## config.mk

```make
export PLATFORM = sky130hd
export DESIGN_NAME = lfo_top
export DESIGN_NICKNAME = d
export VERILOG_FILES = /design/src/logic/lfo_pkg.sv /design/src/logic/lfo_wb_regs.sv /design/src/logic/lfo_rate_timer.sv /design/src/logic/lfo_wave_gen.sv /design/src/logic/lfo_noise_gen.sv /design/src/logic/lfo_depth_mix.sv /design/src/logic/lfo_top.sv
export VERILOG_INCLUDE_DIRS = /design/src /design/src/logic
export SDC_FILE = /design/constraint.sdc
export NUM_CORES = 1
export LEC_CHECK = 0
export BUFFER_PORTS_ARGS = -buffer_cell sky130_fd_sc_hd__clkbuf_2
export CORE_MARGIN = 8
export CORE_UTILIZATION = 40
export CTS_CLUSTER_SIZE = 16
export DETAILED_ROUTE_END_ITERATION = 12
export PLACE_DENSITY_LB_ADDON = 0.05
export SLEW_MARGIN = 20
export SYNTH_ARGS = -nofsm -noshare
export SYNTH_HDL_FRONTEND = slang
export SYNTH_HIERARCHICAL = 1
export SYNTH_SLANG_ARGS = --single-unit
```

## constraint.sdc

```tcl
create_clock -name clk -period 5.6 [get_ports clk]
set_input_delay 0.28 -clock clk [delete_from_list [all_inputs] [get_ports clk]]
set_output_delay 0.28 -clock clk [all_outputs]
set_load 0.02 [all_outputs]
```

## src/logic/lfo_params.svh

```systemverilog
// register map is word addressed on a 3-bit bus; codes and seed are shared by RTL and testbench
`ifndef LFO_PARAMS_SVH
`define LFO_PARAMS_SVH

// wishbone word address width
`define LFO_WB_ADDR_W 3

// register map
`define LFO_ADDR_FREQ 3'd0
`define LFO_ADDR_AMD  3'd1
`define LFO_ADDR_PMD  3'd2
`define LFO_ADDR_CTRL 3'd3
`define LFO_ADDR_AM   3'd4
`define LFO_ADDR_PM   3'd5

// waveform select codes, control register bits 1:0
`define LFO_WAVE_SAW    2'd0
`define LFO_WAVE_SQUARE 2'd1
`define LFO_WAVE_TRI    2'd2
`define LFO_WAVE_NOISE  2'd3

// LFSR start value, must be nonzero
`define LFO_NOISE_SEED 8'h01

// added to the inverted rate mantissa
`define LFO_MANT_BASE 5'd16

`endif

```

## src/logic/lfo_pkg.sv

```systemverilog
// shared LFO types; the rate byte is exponent in bits 7:4 and mantissa in bits 3:0
package lfo_pkg;

    // waveform or AM sample
    typedef logic [7:0] lfo_sample_t;

    // modulation depth, 0 to 127
    typedef logic [6:0] lfo_depth_t;

    // exponent in the upper nibble, mantissa in the lower
    typedef logic [7:0] lfo_rate_t;

    // waveform select code
    typedef logic [1:0] lfo_wave_t;

    // configuration held by the bus slave
    typedef struct packed {
        lfo_rate_t  rate;
        lfo_depth_t amd;
        lfo_depth_t pmd;
        lfo_wave_t  wave;
    } lfo_cfg_t;

    // generator output, valid for one cycle after a tick
    typedef struct packed {
        logic        valid;
        lfo_sample_t sample;
    } lfo_point_t;

    // classic bus handshake
    typedef enum logic {
        wb_idle,
        wb_ack
    } wb_state_e;

endpackage

```

## src/logic/lfo_wb_regs.sv

```systemverilog
// wishbone classic slave, one ack per request then one idle cycle; ctrl bit 7 is not stored
`include "lfo_params.svh"

module lfo_wb_regs (
    input  logic                      clk,
    input  logic                      rst,
    input  logic                      wb_cyc,
    input  logic                      wb_stb,
    input  logic                      wb_we,
    input  logic [`LFO_WB_ADDR_W-1:0] wb_adr,
    input  logic [7:0]                wb_dat_w,
    output logic [7:0]                wb_dat_r,
    output logic                      wb_ack,
    input  lfo_pkg::lfo_sample_t      am,
    input  logic [7:0]                pm,
    output lfo_pkg::lfo_cfg_t         cfg,
    output logic                      restart
);
    import lfo_pkg::*;

    wb_state_e  state;
    logic       req;
    logic [7:0] rd_mux;

    // new request only accepted from idle
    assign req = wb_cyc && wb_stb && (state == wb_idle);

    // the port wb_ack hides the enum literal, hence the scoped name
    assign wb_ack = (state == lfo_pkg::wb_ack) && wb_cyc && wb_stb;

    always_ff @(posedge clk or posedge rst) begin
        if (rst) begin
            state   <= wb_idle;
            cfg     <= '0;
            restart <= 1'b0;
        end else begin
            restart <= 1'b0;
            if (req) begin
                state <= lfo_pkg::wb_ack;
                if (wb_we) begin
                    case (wb_adr)
                        `LFO_ADDR_FREQ: cfg.rate <= wb_dat_w;
                        `LFO_ADDR_AMD:  cfg.amd  <= wb_dat_w[6:0];
                        `LFO_ADDR_PMD:  cfg.pmd  <= wb_dat_w[6:0];
                        `LFO_ADDR_CTRL: begin
                            cfg.wave <= wb_dat_w[1:0];
                            // write-one restart, self clearing
                            restart  <= wb_dat_w[7];
                        end
                        default: ;
                    endcase
                end
            end else begin
                state <= wb_idle;
            end
        end
    end

    always_comb begin
        case (wb_adr)
            `LFO_ADDR_FREQ: rd_mux = cfg.rate;
            `LFO_ADDR_AMD:  rd_mux = {1'b0, cfg.amd};
            `LFO_ADDR_PMD:  rd_mux = {1'b0, cfg.pmd};
            `LFO_ADDR_CTRL: rd_mux = {6'd0, cfg.wave};
            `LFO_ADDR_AM:   rd_mux = am;
            `LFO_ADDR_PM:   rd_mux = pm;
            default:        rd_mux = 8'd0;
        endcase
    end

    // read data captured with the request, held through the ack cycle
    always_ff @(posedge clk) begin
        if (req) begin
            wb_dat_r <= rd_mux;
        end
    end

endmodule

```

## src/logic/lfo_rate_timer.sv

```systemverilog
// tick every (16 + 15 - mantissa) << (15 - exponent) enabled cycles; a new rate waits for reload
`include "lfo_params.svh"

module lfo_rate_timer (
    input  logic               clk,
    input  logic               rst,
    input  logic               cen,
    input  logic               restart,
    input  lfo_pkg::lfo_rate_t rate,
    output logic               tick
);
    // longest interval is 31 << 15
    localparam int CNT_W = 20;

    // reset configuration is rate 0, so start a full interval of that rate
    localparam logic [CNT_W-1:0] CNT_RST = (`LFO_MANT_BASE + 20'd15) << 15;

    logic [4:0]       base;
    logic [CNT_W-1:0] reload;
    logic [CNT_W-1:0] cnt;

    // 15 - x is the bitwise inverse of a nibble
    assign base   = `LFO_MANT_BASE + {1'b0, ~rate[3:0]};
    assign reload = {{(CNT_W-5){1'b0}}, base} << ~rate[7:4];

    always_ff @(posedge clk or posedge rst) begin
        if (rst) begin
            cnt  <= CNT_RST;
            tick <= 1'b0;
        end else if (restart) begin
            // full interval from here, independent of cen
            cnt  <= reload;
            tick <= 1'b0;
        end else if (cen) begin
            if (cnt > 1) begin
                cnt  <= cnt - 1'b1;
                tick <= 1'b0;
            end else begin
                cnt  <= reload;
                tick <= 1'b1;
            end
        end
    end

endmodule

```

## src/logic/lfo_wave_gen.sv

```systemverilog
// phase steps once per tick; the shape follows wave combinationally, noise code reads as sawtooth
`include "lfo_params.svh"

module lfo_wave_gen (
    input  logic                clk,
    input  logic                rst,
    input  logic                cen,
    input  logic                restart,
    input  logic                tick,
    input  lfo_pkg::lfo_wave_t  wave,
    output lfo_pkg::lfo_point_t point
);
    import lfo_pkg::*;

    lfo_sample_t phase;
    lfo_sample_t shaped;
    logic        valid_q;

    always_ff @(posedge clk or posedge rst) begin
        if (rst) begin
            phase   <= '0;
            valid_q <= 1'b0;
        end else if (restart) begin
            phase   <= '0;
            valid_q <= 1'b0;
        end else if (cen) begin
            valid_q <= tick;
            if (tick) begin
                phase <= phase + 1'b1;
            end
        end
    end

    always_comb begin
        case (wave)
            `LFO_WAVE_SQUARE: shaped = phase[7] ? 8'hff : 8'h00;
            // rising half then falling half, each turning value appears twice
            `LFO_WAVE_TRI:    shaped = phase[7] ? {~phase[6:0], 1'b0} : {phase[6:0], 1'b0};
            default:          shaped = phase;
        endcase
    end

    assign point.valid  = valid_q;
    assign point.sample = shaped;

endmodule

```

## src/logic/lfo_noise_gen.sv

```systemverilog
// 8-bit Fibonacci LFSR, taps 8/6/5/4, maximal length so zero is never reached
`include "lfo_params.svh"

module lfo_noise_gen (
    input  logic                clk,
    input  logic                rst,
    input  logic                cen,
    input  logic                restart,
    input  logic                tick,
    output lfo_pkg::lfo_point_t point
);
    import lfo_pkg::*;

    lfo_sample_t lfsr;
    logic        feedback;
    logic        valid_q;

    assign feedback = lfsr[7] ^ lfsr[5] ^ lfsr[4] ^ lfsr[3];

    always_ff @(posedge clk or posedge rst) begin
        if (rst) begin
            lfsr    <= `LFO_NOISE_SEED;
            valid_q <= 1'b0;
        end else if (restart) begin
            lfsr    <= `LFO_NOISE_SEED;
            valid_q <= 1'b0;
        end else if (cen) begin
            valid_q <= tick;
            if (tick) begin
                lfsr <= {lfsr[6:0], feedback};
            end
        end
    end

    assign point.valid  = valid_q;
    assign point.sample = lfsr;

endmodule

```

## src/logic/lfo_depth_mix.sv

```systemverilog
// AM = s*(amd+1)>>7, PM = (s-128)*(pmd+1)>>>7; strobe is only visible in enabled cycles
`include "lfo_params.svh"

module lfo_depth_mix (
    input  logic                 clk,
    input  logic                 rst,
    input  logic                 cen,
    input  lfo_pkg::lfo_wave_t   wave,
    input  lfo_pkg::lfo_depth_t  amd,
    input  lfo_pkg::lfo_depth_t  pmd,
    input  lfo_pkg::lfo_point_t  tone,
    input  lfo_pkg::lfo_point_t  noise,
    output lfo_pkg::lfo_sample_t am,
    output logic signed [7:0]    pm,
    output logic                 lfo_clk
);
    import lfo_pkg::*;

    lfo_point_t         sel;
    logic [7:0]         am_scale;
    logic [15:0]        am_prod;
    lfo_sample_t        am_next;
    logic signed [7:0]  centered;
    logic signed [8:0]  pm_scale;
    logic signed [16:0] pm_prod;
    logic signed [7:0]  pm_next;
    logic               strobe_q;

    assign sel = (wave == `LFO_WAVE_NOISE) ? noise : tone;

    // depth 127 gives unity gain
    assign am_scale = {1'b0, amd} + 8'd1;
    assign am_prod  = sel.sample * am_scale;
    assign am_next  = am_prod[14:7];

    // offset binary to two's complement
    assign centered = {~sel.sample[7], sel.sample[6:0]};
    assign pm_scale = {1'b0, {1'b0, pmd} + 8'd1};
    assign pm_prod  = centered * pm_scale;
    assign pm_next  = pm_prod[14:7];

    always_ff @(posedge clk or posedge rst) begin
        if (rst) begin
            am       <= '0;
            pm       <= '0;
            strobe_q <= 1'b0;
        end else if (cen) begin
            strobe_q <= sel.valid;
            if (sel.valid) begin
                am <= am_next;
                pm <= pm_next;
            end
        end
    end

    // held strobe waits for the next enabled cycle
    assign lfo_clk = strobe_q & cen;

endmodule

```

## src/logic/lfo_top.sv

```systemverilog
// LFO with wishbone config; everything but the bus advances on cen, AM/PM follow a tick by 2 cycles
`include "lfo_params.svh"

module lfo_top (
    input  logic                      clk,
    input  logic                      rst,
    input  logic                      cen,
    input  logic                      wb_cyc,
    input  logic                      wb_stb,
    input  logic                      wb_we,
    input  logic [`LFO_WB_ADDR_W-1:0] wb_adr,
    input  logic [7:0]                wb_dat_w,
    output logic [7:0]                wb_dat_r,
    output logic                      wb_ack,
    output lfo_pkg::lfo_sample_t      am,
    output logic signed [7:0]         pm,
    output logic                      lfo_clk
);
    import lfo_pkg::*;

    lfo_cfg_t   cfg;
    logic       restart;
    logic       tick;
    lfo_point_t tone;
    lfo_point_t noise;

    lfo_wb_regs i_regs (
        .clk      (clk),
        .rst      (rst),
        .wb_cyc   (wb_cyc),
        .wb_stb   (wb_stb),
        .wb_we    (wb_we),
        .wb_adr   (wb_adr),
        .wb_dat_w (wb_dat_w),
        .wb_dat_r (wb_dat_r),
        .wb_ack   (wb_ack),
        .am       (am),
        .pm       (pm),
        .cfg      (cfg),
        .restart  (restart)
    );

    lfo_rate_timer i_timer (
        .clk     (clk),
        .rst     (rst),
        .cen     (cen),
        .restart (restart),
        .rate    (cfg.rate),
        .tick    (tick)
    );

    lfo_wave_gen i_wave (
        .clk     (clk),
        .rst     (rst),
        .cen     (cen),
        .restart (restart),
        .tick    (tick),
        .wave    (cfg.wave),
        .point   (tone)
    );

    lfo_noise_gen i_noise (
        .clk     (clk),
        .rst     (rst),
        .cen     (cen),
        .restart (restart),
        .tick    (tick),
        .point   (noise)
    );

    lfo_depth_mix i_mix (
        .clk     (clk),
        .rst     (rst),
        .cen     (cen),
        .wave    (cfg.wave),
        .amd     (cfg.amd),
        .pmd     (cfg.pmd),
        .tone    (tone),
        .noise   (noise),
        .am      (am),
        .pm      (pm),
        .lfo_clk (lfo_clk)
    );

endmodule

```

# Word level (Yosys, flattened, before mapping)
# Index checks and enable logic that the tools add are counted.
# totals
wordCells,77
input_bits,17
reg_bits,89
# classes
mul,2
order_cmp,1
addsub,5
n_reduce_logical,13
n_eq_ne,8
shift,1
bitwise,9
n_mux,23
# ops
cell,count
8-bit two-way mux,9
20-bit two-way mux,3
8-bit case mux with 6 select lines,1
"20-bit by 1-bit greater-than comparator with 1-bit output, second input constant",1
5-bit by 4-bit << shifter with 20-bit output,1
"20-bit by 1-bit subtractor with 20-bit output, second input constant",1
"7-bit by 1-bit adder with 8-bit output, second input constant",2
8-bit case mux with 2 select lines,1
8-bit by 8-bit multiplier with 15-bit output,1
8-bit by 9-bit multiplier with 15-bit output,1
3-bit AND reduction,4
1-bit two-way mux,9
"8-bit by 1-bit adder with 8-bit output, second input constant",1
4-bit inverter,2
7-bit inverter,1
"3-bit by 2-bit equality test with 1-bit output, second input constant",2
"3-bit equality test, second input constant",2
"5-bit by 4-bit adder with 5-bit output, first input constant",1
"2-bit equality test, second input constant",2
1-bit logical AND,4
2-bit AND reduction,2
2-bit nonzero test,2
"3-bit by 1-bit equality test with 1-bit output, second input constant",1
3-bit logical NOT,1
other kinds (4),7

# Longest topological paths before layout
# Gate-level depths: netlist of the first run.
# depth
word_depth,6
mapped_depth,24
ltp_nobuf,23

# Modules after synthesis
# The synthesis of the first run kept the hierarchy.
# by_module_without_submodules
mod,seq_area_each_um2,cells_each,instances,area_per_inst_um2
lfo_depth_mix,425.4,561,1,4773.3
lfo_wb_regs,890.9,120,1,1709.1
lfo_rate_timer,531.8,197,1,1582.8
lfo_wave_gen,225.2,89,1,698.2
lfo_noise_gen,226.5,44,1,414.1

# Least setup slack after synthesis of the first run
# OpenSTA, ideal clock, no wires.
# synth_timing
path_type,reg-to-reg
start,"register, netlist name i_regs/cfg[0]"
end,register i_mix.pm[7]
arrival_time_ps,5593
slack_ps,-124
period_less_slack_ps,5724
required_ps,5470
path_buffers,2
path_stages_with_launch,23
cell_sequence,dfrtp_1 > inv_1 > ha_1 > clkbuf_1 > nor3b_1 > a21oi_1 > o21ai_1 > a21bo_1 > and2_1 > buf_1 > nand2_1 > fa_1 > fa_1 > fa_1 > fa_1 > inv_1 > ha_1 > a2111o_1 > a21oi_1 > o311ai_1 > o31ai_1 > xnor2_1 > o21ai_1
# synth_rtl
item,line_no,rtl
to (signal assigned),lfo_depth_mix.sv:51,pm <= pm_next;
to (decl),lfo_depth_mix.sv:14,"output logic signed [7:0] pm,"

==> reports/metrics.yaml, run 1 <==
antenna_found_initial: 0
yosysWarnings: 6
final_cell_mix: "inv_1, nor2_1, nand2_1, dfrtp_1, ha_1"
fin_crit_ns: 5.41
critical_path_arrival_ns: 5.70
place.gp.congestion: 0.825
cp-end-kind: "register"
drive_above_1_share: 0.219
r2r-start: "i_regs/cfg[1]"
multi_input_area_um2: 6330
ant_nets: 0
io_buffer_count: 42
htreeDepth: 3
top_usage_layer: "met2"
dieArea_um2: 28000
reg2reg_depth: 21
diodes: 0
ioPinCount: 43
drcViolationCount: 0
syn_inst: 1011
worst_slew_pin_slew_ns: 1.07
final_hold_viol_count: 0
finish.instance_area_um2: 10600
timing_max_transition_violations_final: 0
setup_viol: 0
clk_pin_slew_ns: 0.07
num_rows: 55
grt_max_degree: 49
max_slew_margin: 0.278
track_usage: 0.181
worstHoldPathType: "in -> reg"
r2r-end: "i_mix/am[6]"
met2_usage: 0.296
routed_wl_um: 24900
core_um2: 22600
clock_latency_ns: 0.36
status: "completed"
drtIter0Drc: 431
drv_cap: 0
final_common_cell: "inv_1"
p_leak_nw: 5.03
viasPerCell: 5.27
numClockSinks: 90
min_from: "wb_dat_w[7]"
synthesis.area_um2: 9180
min_period_over_period: 0.967
worst_slack_ns: 0.185
regArea_um2: 2300
dr.pass1.iters: 5
hold-worst-slack_ns: 0.174
die-height_um: 167
worstPathMaxFanout: 5
hold_depth: 2
root_buffer: "clkbuf_16"
place_area_um2: 9960
critical_path_class: "reg -> reg"
grt_pass1_vias: 7253
grt_pass1_wl_um: 40400
grt_use_met3: 0.0332
cts_made_buffers: 9
whs_endpoint: "i_regs/restart"
powerDensity_nw_per_um2: 391
fmax_mhz: 185
grt.overflow.total: 0
async_flop_share: 0.911
r2r_setup_slack_ns: 0.19
dr_total_vias: 7262
rsz0062_at_grt: "true"
worstPathRequired_ns: 5.89
instances_no_fill: 1379
tns_ns: 0
postSynthAreaPerCell_um2: 9.08
irDropWorstVdd_uv: 499
seq_area_frac_synth: 0.251
ys_seq_elements: 90
synthFlopType: "dfrtp_1"
grt_use_met1: 0.243
clockBufferDepth: 2
hpwl_um: 19700
initial_core_util: 0.407
cts_tree: "done"
wl_per_cell_um: 18.1
syn_nets: 1169
post-place-cells: 1352
fp.dieW_um: 167
synth_edf_count: 8
fillers: 2220
areaGrowthSynthToFinish_pct: 15.3
nets: 1247
startpoint_type: "register"
p_total_mw: 4.14
fin_skew_ns: 0.0170
utilization: 0.469
preCtsSetupSlack_ns: -0.0355
synth.distinct_cells: 89
==> routing by layer <==
metal | vias to the layer above | share of wire
met5 | - | 0
met4 | 0 | 0.014
met3 | 20 | 0.041
met2 | 125 | 0.47
met1 | 3561 | 0.48
li1 | 3556 | -
==> critical path: stages (launching register included) <==
cell      delay, ns
dfrtp_2        0.44
inv_2          0.08
ha_4           0.15
and2_4         0.17
a21oi_1        0.06
o21ai_2        0.16
mux2i_1        0.14
or2_2          0.34
fa_1           0.51
fa_1           0.50
inv_1          0.05
fa_1           0.47
inv_1          0.05
fa_1           0.49
inv_2          0.05
ha_4           0.26
o211ai_1       0.11
or2_4          0.28
o31ai_4        0.29
a211oi_2       0.14
or4_1          0.55
nand3_2        0.09
==> cell families (layout without fill, tap and decap cells) <==
| group | Yosys count | count (layout) | synth area share |
|---|---|---|---|
| simple gates | 341 | 341 | 0.191 |
| buf+inv | 178 | 261 | 0.0795 |
| compound gates | 162 | 162 | 0.114 |
| fa+ha+maj | 141 | 141 | 0.249 |
| flops | 90 | 90 | 0.251 |
| mux | 59 | 59 | 0.0769 |
| xor+xnor | 40 | 40 | 0.0398 |
==> final cells by class <==
cell class	count	share of cell area
clock buffers	10	0.0226
well taps	285	0.0337
multi-input cells	743	0.598
flip-flops and latches	90	0.218
repair buffers	111	0.0713
inverters	134	0.0478
clock inverters	6	0.00887
==> worst max-delay path by stage <==
stage,from,endpoint,cells after the start
after global routing,i_wave/phase[7],i_mix/am[6],20
after detailed placement,i_regs/cfg[0],i_mix/am[6],22
after global placement,i_regs/cfg[0],i_mix/am[6],22
after floorplan,i_regs/cfg[0],i_mix/pm[7],22
after CTS,i_regs/cfg[0],i_mix/am[6],22
final,i_regs/cfg[1],i_mix/am[6],21
==> report_power, final <==
group	leakage [nW]	internal, mW	switching, mW
registers	1.11	0.781	0.174
clock network	0.160	0.409	0.296
logic	3.76	1.11	1.37
total	5.03	2.30	1.84
==> sequential cells by signal (all words and copies together) (netlist names), 8 cells and up <==
signal           flops
i_mix/pm             8
i_noise/lfsr         8
i_regs/cfg          24
i_wave/phase         8
i_timer/cnt         20
i_regs/wb_dat_r      8
i_mix/am             8
==> cells in the mapped netlist, drive strengths merged (9+ instances only) <==
| cell type | count | area (um^2) |
|---|---|---|
| fa | 69 | 1380 |
| nor3 | 19 | 106 |
| o21ai | 44 | 220 |
| nor2 | 109 | 412 |
| buf | 18 | 128 |
| a21oi | 45 | 229 |
| xnor2 | 23 | 216 |
| xor2 | 17 | 149 |
| o22ai | 12 | 75.1 |
| inv | 133 | 499 |
| or2 | 18 | 115 |
| ha | 72 | 901 |
| dfrtp | 76 | 1900 |
| mux2 | 37 | 473 |
| nor2b | 9 | 56.3 |
| clkbuf | 26 | 98.8 |
| nand2b | 18 | 120 |
| nand2 | 79 | 297 |
| nand3 | 21 | 105 |
| and2 | 14 | 87.6 |
| mux2i | 21 | 210 |
==> timing repair <==
item | 4_1_cts | 5_1_grt
pin swaps | 0 | 28
hold buffers | 1 | 0
setup buffers | 0 | 9
endpoints found under the setup margin | 1 | 13
resized for setup | 4 | 52
cloned | 0 | 1
hold endpoints to repair | 17 | 0
Note: power is estimated with default switching activity, not from simulation.
==> run 2, diff against run 1 <==
CELL_PAD_IN_SITES_DETAIL_PLACEMENT = 0   (was default)
CELL_PAD_IN_SITES_GLOBAL_PLACEMENT = 2   (was default)
CORE_UTILIZATION = 36   (was 40)
==> run 2 against run 1 <==
Compared with the run above:
- worst hold slack got worse by 0.019 ns
- largest cell class unchanged
- non-clock buffer count increased by 10
- total power is 0.16% higher
- critical endpoint unchanged
- core utilization decreased by 4.5 points
- largest power group unchanged
==> reports/metrics.yaml, run 2 (synthesis results as in run 1) <==
crit_slowest_cell: "fa_1"
die-height_um: 176
worst_slew_pin_slew_ns: 1.00
track_usage: 0.181
diodes: 0
root_buffer: "clkbuf_16"
regMostFlops: "i_regs/cfg"
final_hold_viol_count: 0
cts_tree: "done"
nets: 1257
hpwl_um: 21000
final_common_cell: "inv_1"
critical_path_class: "reg -> reg"
cts_made_buffers: 9
areaGrowthSynthToFinish_pct: 16.0
drv_cap: 0
worstPathMaxFanout: 8
viasPerCell: 5.09
routed_wl_um: 27000
min_from: "wb_dat_w[7]"
worstPathRequired_ns: 5.89
status: "completed"
cp_cell_sequence: "buf_6 -> ha_4 -> and2_4 -> a21oi_1 -> o21ai_1 -> mux2i_2 -> buf_6 -> buf_4 -> nor2_1 -> fa_2 -> fa_1 -> inv_1 -> fa_1 -> fa_1 -> inv_1 -> ha_4 -> o211ai_1 -> or2_4 -> o31ai_4 -> a211oi_2 -> or4_1 -> nand3_1"
irDropWorstVdd_uv: 229
max_slew_margin: 0.326
timing_max_transition_violations_final: 0
num_rows: 58
dr.pass1.iters: 4
clk_pin_slew_ns: 0.08
worstHoldPathType: "in -> reg"
ant_nets: 0
wl_per_cell_um: 18.8
top_regs: "i_regs/cfg x24, i_timer/cnt x20"
fin_skew_ns: 0.0224
reg2reg_depth: 22
powerDensity_nw_per_um2: 389
place.gp.congestion: 0.776
place_area_um2: 10000
drive_above_1_share: 0.223
io_buffer_count: 42
setup_viol: 0
grt.overflow.total: 0
preCtsSetupSlack_ns: -0.103
numClockSinks: 90
critical_path_arrival_ns: 5.69
initial_core_util: 0.366
utilization: 0.424
hold_depth: 2
grt_max_degree: 49
htreeDepth: 3
whs_endpoint: "i_regs/restart"
drtIter0Drc: 375
rsz0062_at_grt: "true"
critPathMaxStageDelay_ns: 0.55
fp.dieW_um: 176
tns_ns: 0
p_leak_nw: 5.04
antenna_found_initial: 0
dr_total_vias: 7305
cp_common_cell: "fa_1"
ioPinCount: 43
fmax_mhz: 185
r2r_setup_slack_ns: 0.21
clock_latency_ns: 0.36
worst_slack_ns: 0.205
drcViolationCount: 0
fin_crit_ns: 5.39
core_um2: 25100
largest_reg_flops: 24
cp-end-kind: "register"
grt_pass1_wl_um: 43800
finish.instance_area_um2: 10600
hold-worst-slack_ns: 0.154
clockBufferDepth: 2
r2r-end: "i_mix/am[6]"
final_cell_mix: "inv_1, nor2_1, nand2_1, dfrtp_1"
dieArea_um2: 30900
r2r-start: "i_regs/cfg[0]"
startpoint_type: "register"
min_period_over_period: 0.963
grt_pass1_vias: 7475
## run 2: cell types whose count changed in the layout (fill, tap and decap cells not counted), moves of 3 or more
cell     before  now
o21ai_2       4    1
or2_4         6    3
or2_2        11   14
buf_4        60   68
## run 2: layout make-up
| class | count | area (um^2) |
|---|---|---|
| timing repair buffer | 121 | 855 |
| inverter | 134 | 503 |
| sequential | 90 | 2300 |
| clock buffer | 11 | 243 |
| multi-input combinational | 743 | 6290 |
| tap | 330 | 413 |
| clock inverter | 5 | 37.5 |
| fill | 2628 | 14500 |
## run 2: per-layer routing
layer / track usage / wire length, um
met5: 0 / 0
met4: 0.0286 / 161
met3: 0.0223 / 913
met2: 0.290 / 12500
met1: 0.262 / 13400
## run 2: worst max-delay path by stage
stage / start / end / slack [ns] / depth (start not counted)
2_1_floorplan: i_regs/cfg[0] / i_mix/pm[7] / 0.01 / 22
3_3_place_gp: i_regs/cfg[0] / i_mix/am[6] / -0.08 / 22
3_5_place_dp: i_regs/cfg[0] / i_mix/am[6] / -0.10 / 22
4_1_cts: i_regs/cfg[0] / i_mix/am[6] / 0.002 / 21
5_1_grt: i_regs/cfg[0] / i_mix/am[6] / -0.05 / 22
6_report: i_regs/cfg[0] / i_mix/am[6] / 0.21 / 22
## run 2: timing repair
action / in CTS / in global routing
hold buffers: 1 / 0
hold endpoints to repair: 11 / 0
resized for setup: 5 / 42
cloned: 0 / 1
buffers inserted: 1 / 18
setup endpoints to repair: 4 / 12
pin swaps: 2 / 23
## run 2: report_power, final
part	switching (mW)	total [mW]	internal, mW
Clock	0.303	0.620	0.317
Sequential	0.170	0.951	0.781
Combinational	1.41	2.57	1.16
Total	1.89	4.14	2.26
## run 2: critical path, delay by kind of cell (launching register included)
kind / cells / cell delay (ns)
flip-flops: 1 / 0.38
adder cells (fa/ha/maj): 6 / 2.39
AO/OA/AOI/OAI: 5 / 0.71
AND/OR/NAND/NOR: 5 / 1.09
buffers and inverters: 5 / 0.51
multiplexers: 1 / 0.24
## run 2: metrics by stage
stage,instances,total power [mW]
finish,1434,4.14
global route,1434,4.58
global placement,1397,3.35
CTS,1415,4.00
detailed placement,1397,3.34
floorplan,1011,2.53
==> run 3, diff against run 2 <==
CORE_MARGIN = default   (was 8)
==> run 3 against run 2 <==
Compared with the run above:
- maximum frequency is 1.1% lower
- first-iteration DRC count grew 17%
- wire length is 3.2% lower
==> reports/metrics.yaml, run 3 (synthesis results as in run 1) <==
hpwl_um: 20600
largest_reg_flops: 24
die-height_um: 162
grt.overflow.total: 0
reg2reg_depth: 18
drcViolationCount: 0
viasPerCell: 5.03
startpoint_type: "register"
fillers: 2593
critical_path_arrival_ns: 5.74
clockBufferDepth: 2
final_cell_mix: "inv_1, nor2_1, buf_4, nand2_1, dfrtp_1"
fin_skew_ns: 0.0168
worstPathMaxFanout: 5
r2r_setup_slack_ns: 0.14
hold-worst-slack_ns: 0.167
ant_nets: 0
seqPwrFrac: 0.215
r2r-end: "i_mix/am[6]"
critical_path_class: "reg -> reg"
swShare: 0.434
areaGrowthSynthToFinish_pct: 18.5
place.gp.congestion: 0.775
cp-end-kind: "register"
utilization: 0.433
fp.dieW_um: 162
initial_core_util: 0.366
antenna_found_initial: 0
pwr-share-clk: 0.156
setup_viol: 0
regArea_um2: 2300
cts_tree: "done"
diodes: 0
power.internal_mw: 2.49
final_hold_viol_count: 0
combinationalPowerShare: 0.629
top_regs: "i_regs/cfg x24, i_timer/cnt x20"
clk_pin_slew_ns: 0.07
min_from: "wb_dat_w[7]"
dr.pass1.iters: 4
drive_above_1_share: 0.238
p_leak_nw: 5.16
core_um2: 25100
wl_per_cell_um: 18.0
routed_wl_um: 26100
numClockSinks: 90
irDropWorstVdd_uv: 239
place_area_um2: 10200
worstHoldPathType: "in -> reg"
hold_depth: 2
p_total_mw: 4.40
grt_max_degree: 49
dieArea_um2: 26100
worst_slew_pin_slew_ns: 0.865
max_slew_margin: 0.423
drtIter0Drc: 438
root_buffer: "clkbuf_16"
io_buffer_count: 42
drv_cap: 0
track_usage: 0.210
powerDensity_nw_per_um2: 405
min_period_over_period: 0.975
htreeDepth: 3
multi_input_area_um2: 6420
r2r-start: "i_regs/cfg[9]"
fin_crit_ns: 5.46
rsz0062_at_grt: "true"
dr_total_vias: 7278
whs_endpoint: "i_regs/restart"
regMostFlops: "i_regs/cfg"
status: "completed"
timing_max_transition_violations_final: 0
tns_ns: 0
ioPinCount: 43
cts_made_buffers: 9
finish.instance_area_um2: 10900
grt_pass1_wl_um: 42000
grt_pass1_vias: 7375
clock_latency_ns: 0.35
p_sw_mw: 1.91
fmax_mhz: 183
num_rows: 58
nets: 1269
final_common_cell: "inv_1"
worstPathRequired_ns: 5.88
==> run 3: cell types whose count changed in the layout (fill, tap and decap cells not counted), sizes merged <==
cell / before / now
bufinv: 0 / 2
clkbuf: 53 / 54
buf: 78 / 90
clkinvlp: 2 / 0
clkinv: 2 / 1
==> run 3: worst max path at each step <==
stage                   from          end  slack (ns)
5_1_grt        i_regs/cfg[1]  i_mix/am[6]       -0.03
3_5_place_dp   i_regs/cfg[0]  i_mix/am[6]       -0.05
6_report       i_regs/cfg[9]  i_mix/am[6]        0.14
2_1_floorplan  i_regs/cfg[0]  i_mix/pm[7]        0.01
4_1_cts        i_regs/cfg[1]  i_mix/am[6]      -0.003
3_3_place_gp   i_regs/cfg[0]  i_mix/am[3]       0.009
==> run 3: layout make-up <==
cell class	instances	share of cell area
Tap cell	330	0.0380
Multi-Input combinational cell	743	0.590
Sequential cell	90	0.212
Clock buffer	12	0.0227
Timing Repair Buffer	133	0.0842
Clock inverter	4	0.00690
Inverter	134	0.0463
==> run 3: what timing repair did <==
item                                   CTS  global route
endpoints found under the hold margin   13             0
gates resized for setup                  5            57
pin swaps                                1            31
buffers inserted                         0            13
setup endpoints to repair                3            14
hold buffers                             1             0
==> run 3: power groups by stage <==
| stage | Combinational, mW | Sequential (mW) | Clock [mW] |
|---|---|---|---|
| after global routing | 3.14 | 0.967 | 0.735 |
| final | 2.77 | 0.946 | 0.687 |
| after floorplan | 1.61 | 0.920 | 0 |
| after CTS | 2.58 | 0.945 | 0.712 |
| after global placement | 2.56 | 0.958 | 0 |
| after detailed placement | 2.55 | 0.956 | 0 |
==> run 3: per-stage QoR <==
stage / setup WS (ns) / instances
6_report: 0.143 / 1446
5_1_grt: -0.0309 / 1446
4_1_cts: -0.00324 / 1433
3_5_place_dp: -0.0486 / 1416
3_3_place_gp: 0.00932 / 1416
2_1_floorplan: 0.0107 / 1011
==> run 3: critical path, stage by stage, from the launching register on <==
cell	delay, ns
dfrtp_1	0.42
ha_1	0.24
nand3_1	0.12
xor2_1	0.59
or2_4	0.25
fa_1	0.41
fa_1	0.57
inv_2	0.04
fa_1	0.52
inv_1	0.05
fa_1	0.49
inv_2	0.05
ha_4	0.26
o211ai_1	0.10
or2_4	0.28
o31ai_4	0.29
a211oi_2	0.12
or4_1	0.52
nand3_1	0.09
==> run 3: routing by layer <==
metal / up-vias / part of all wire / track usage / wire length [um]
met5: - / 0 / 0 / 0
met4: 0 / 0.0079 / 0.0377 / 205
li1: 3596 / - / - / -
met2: 90 / 0.44 / 0.323 / 11600
met1: 3581 / 0.53 / 0.318 / 13700
met3: 11 / 0.023 / 0.0227 / 609
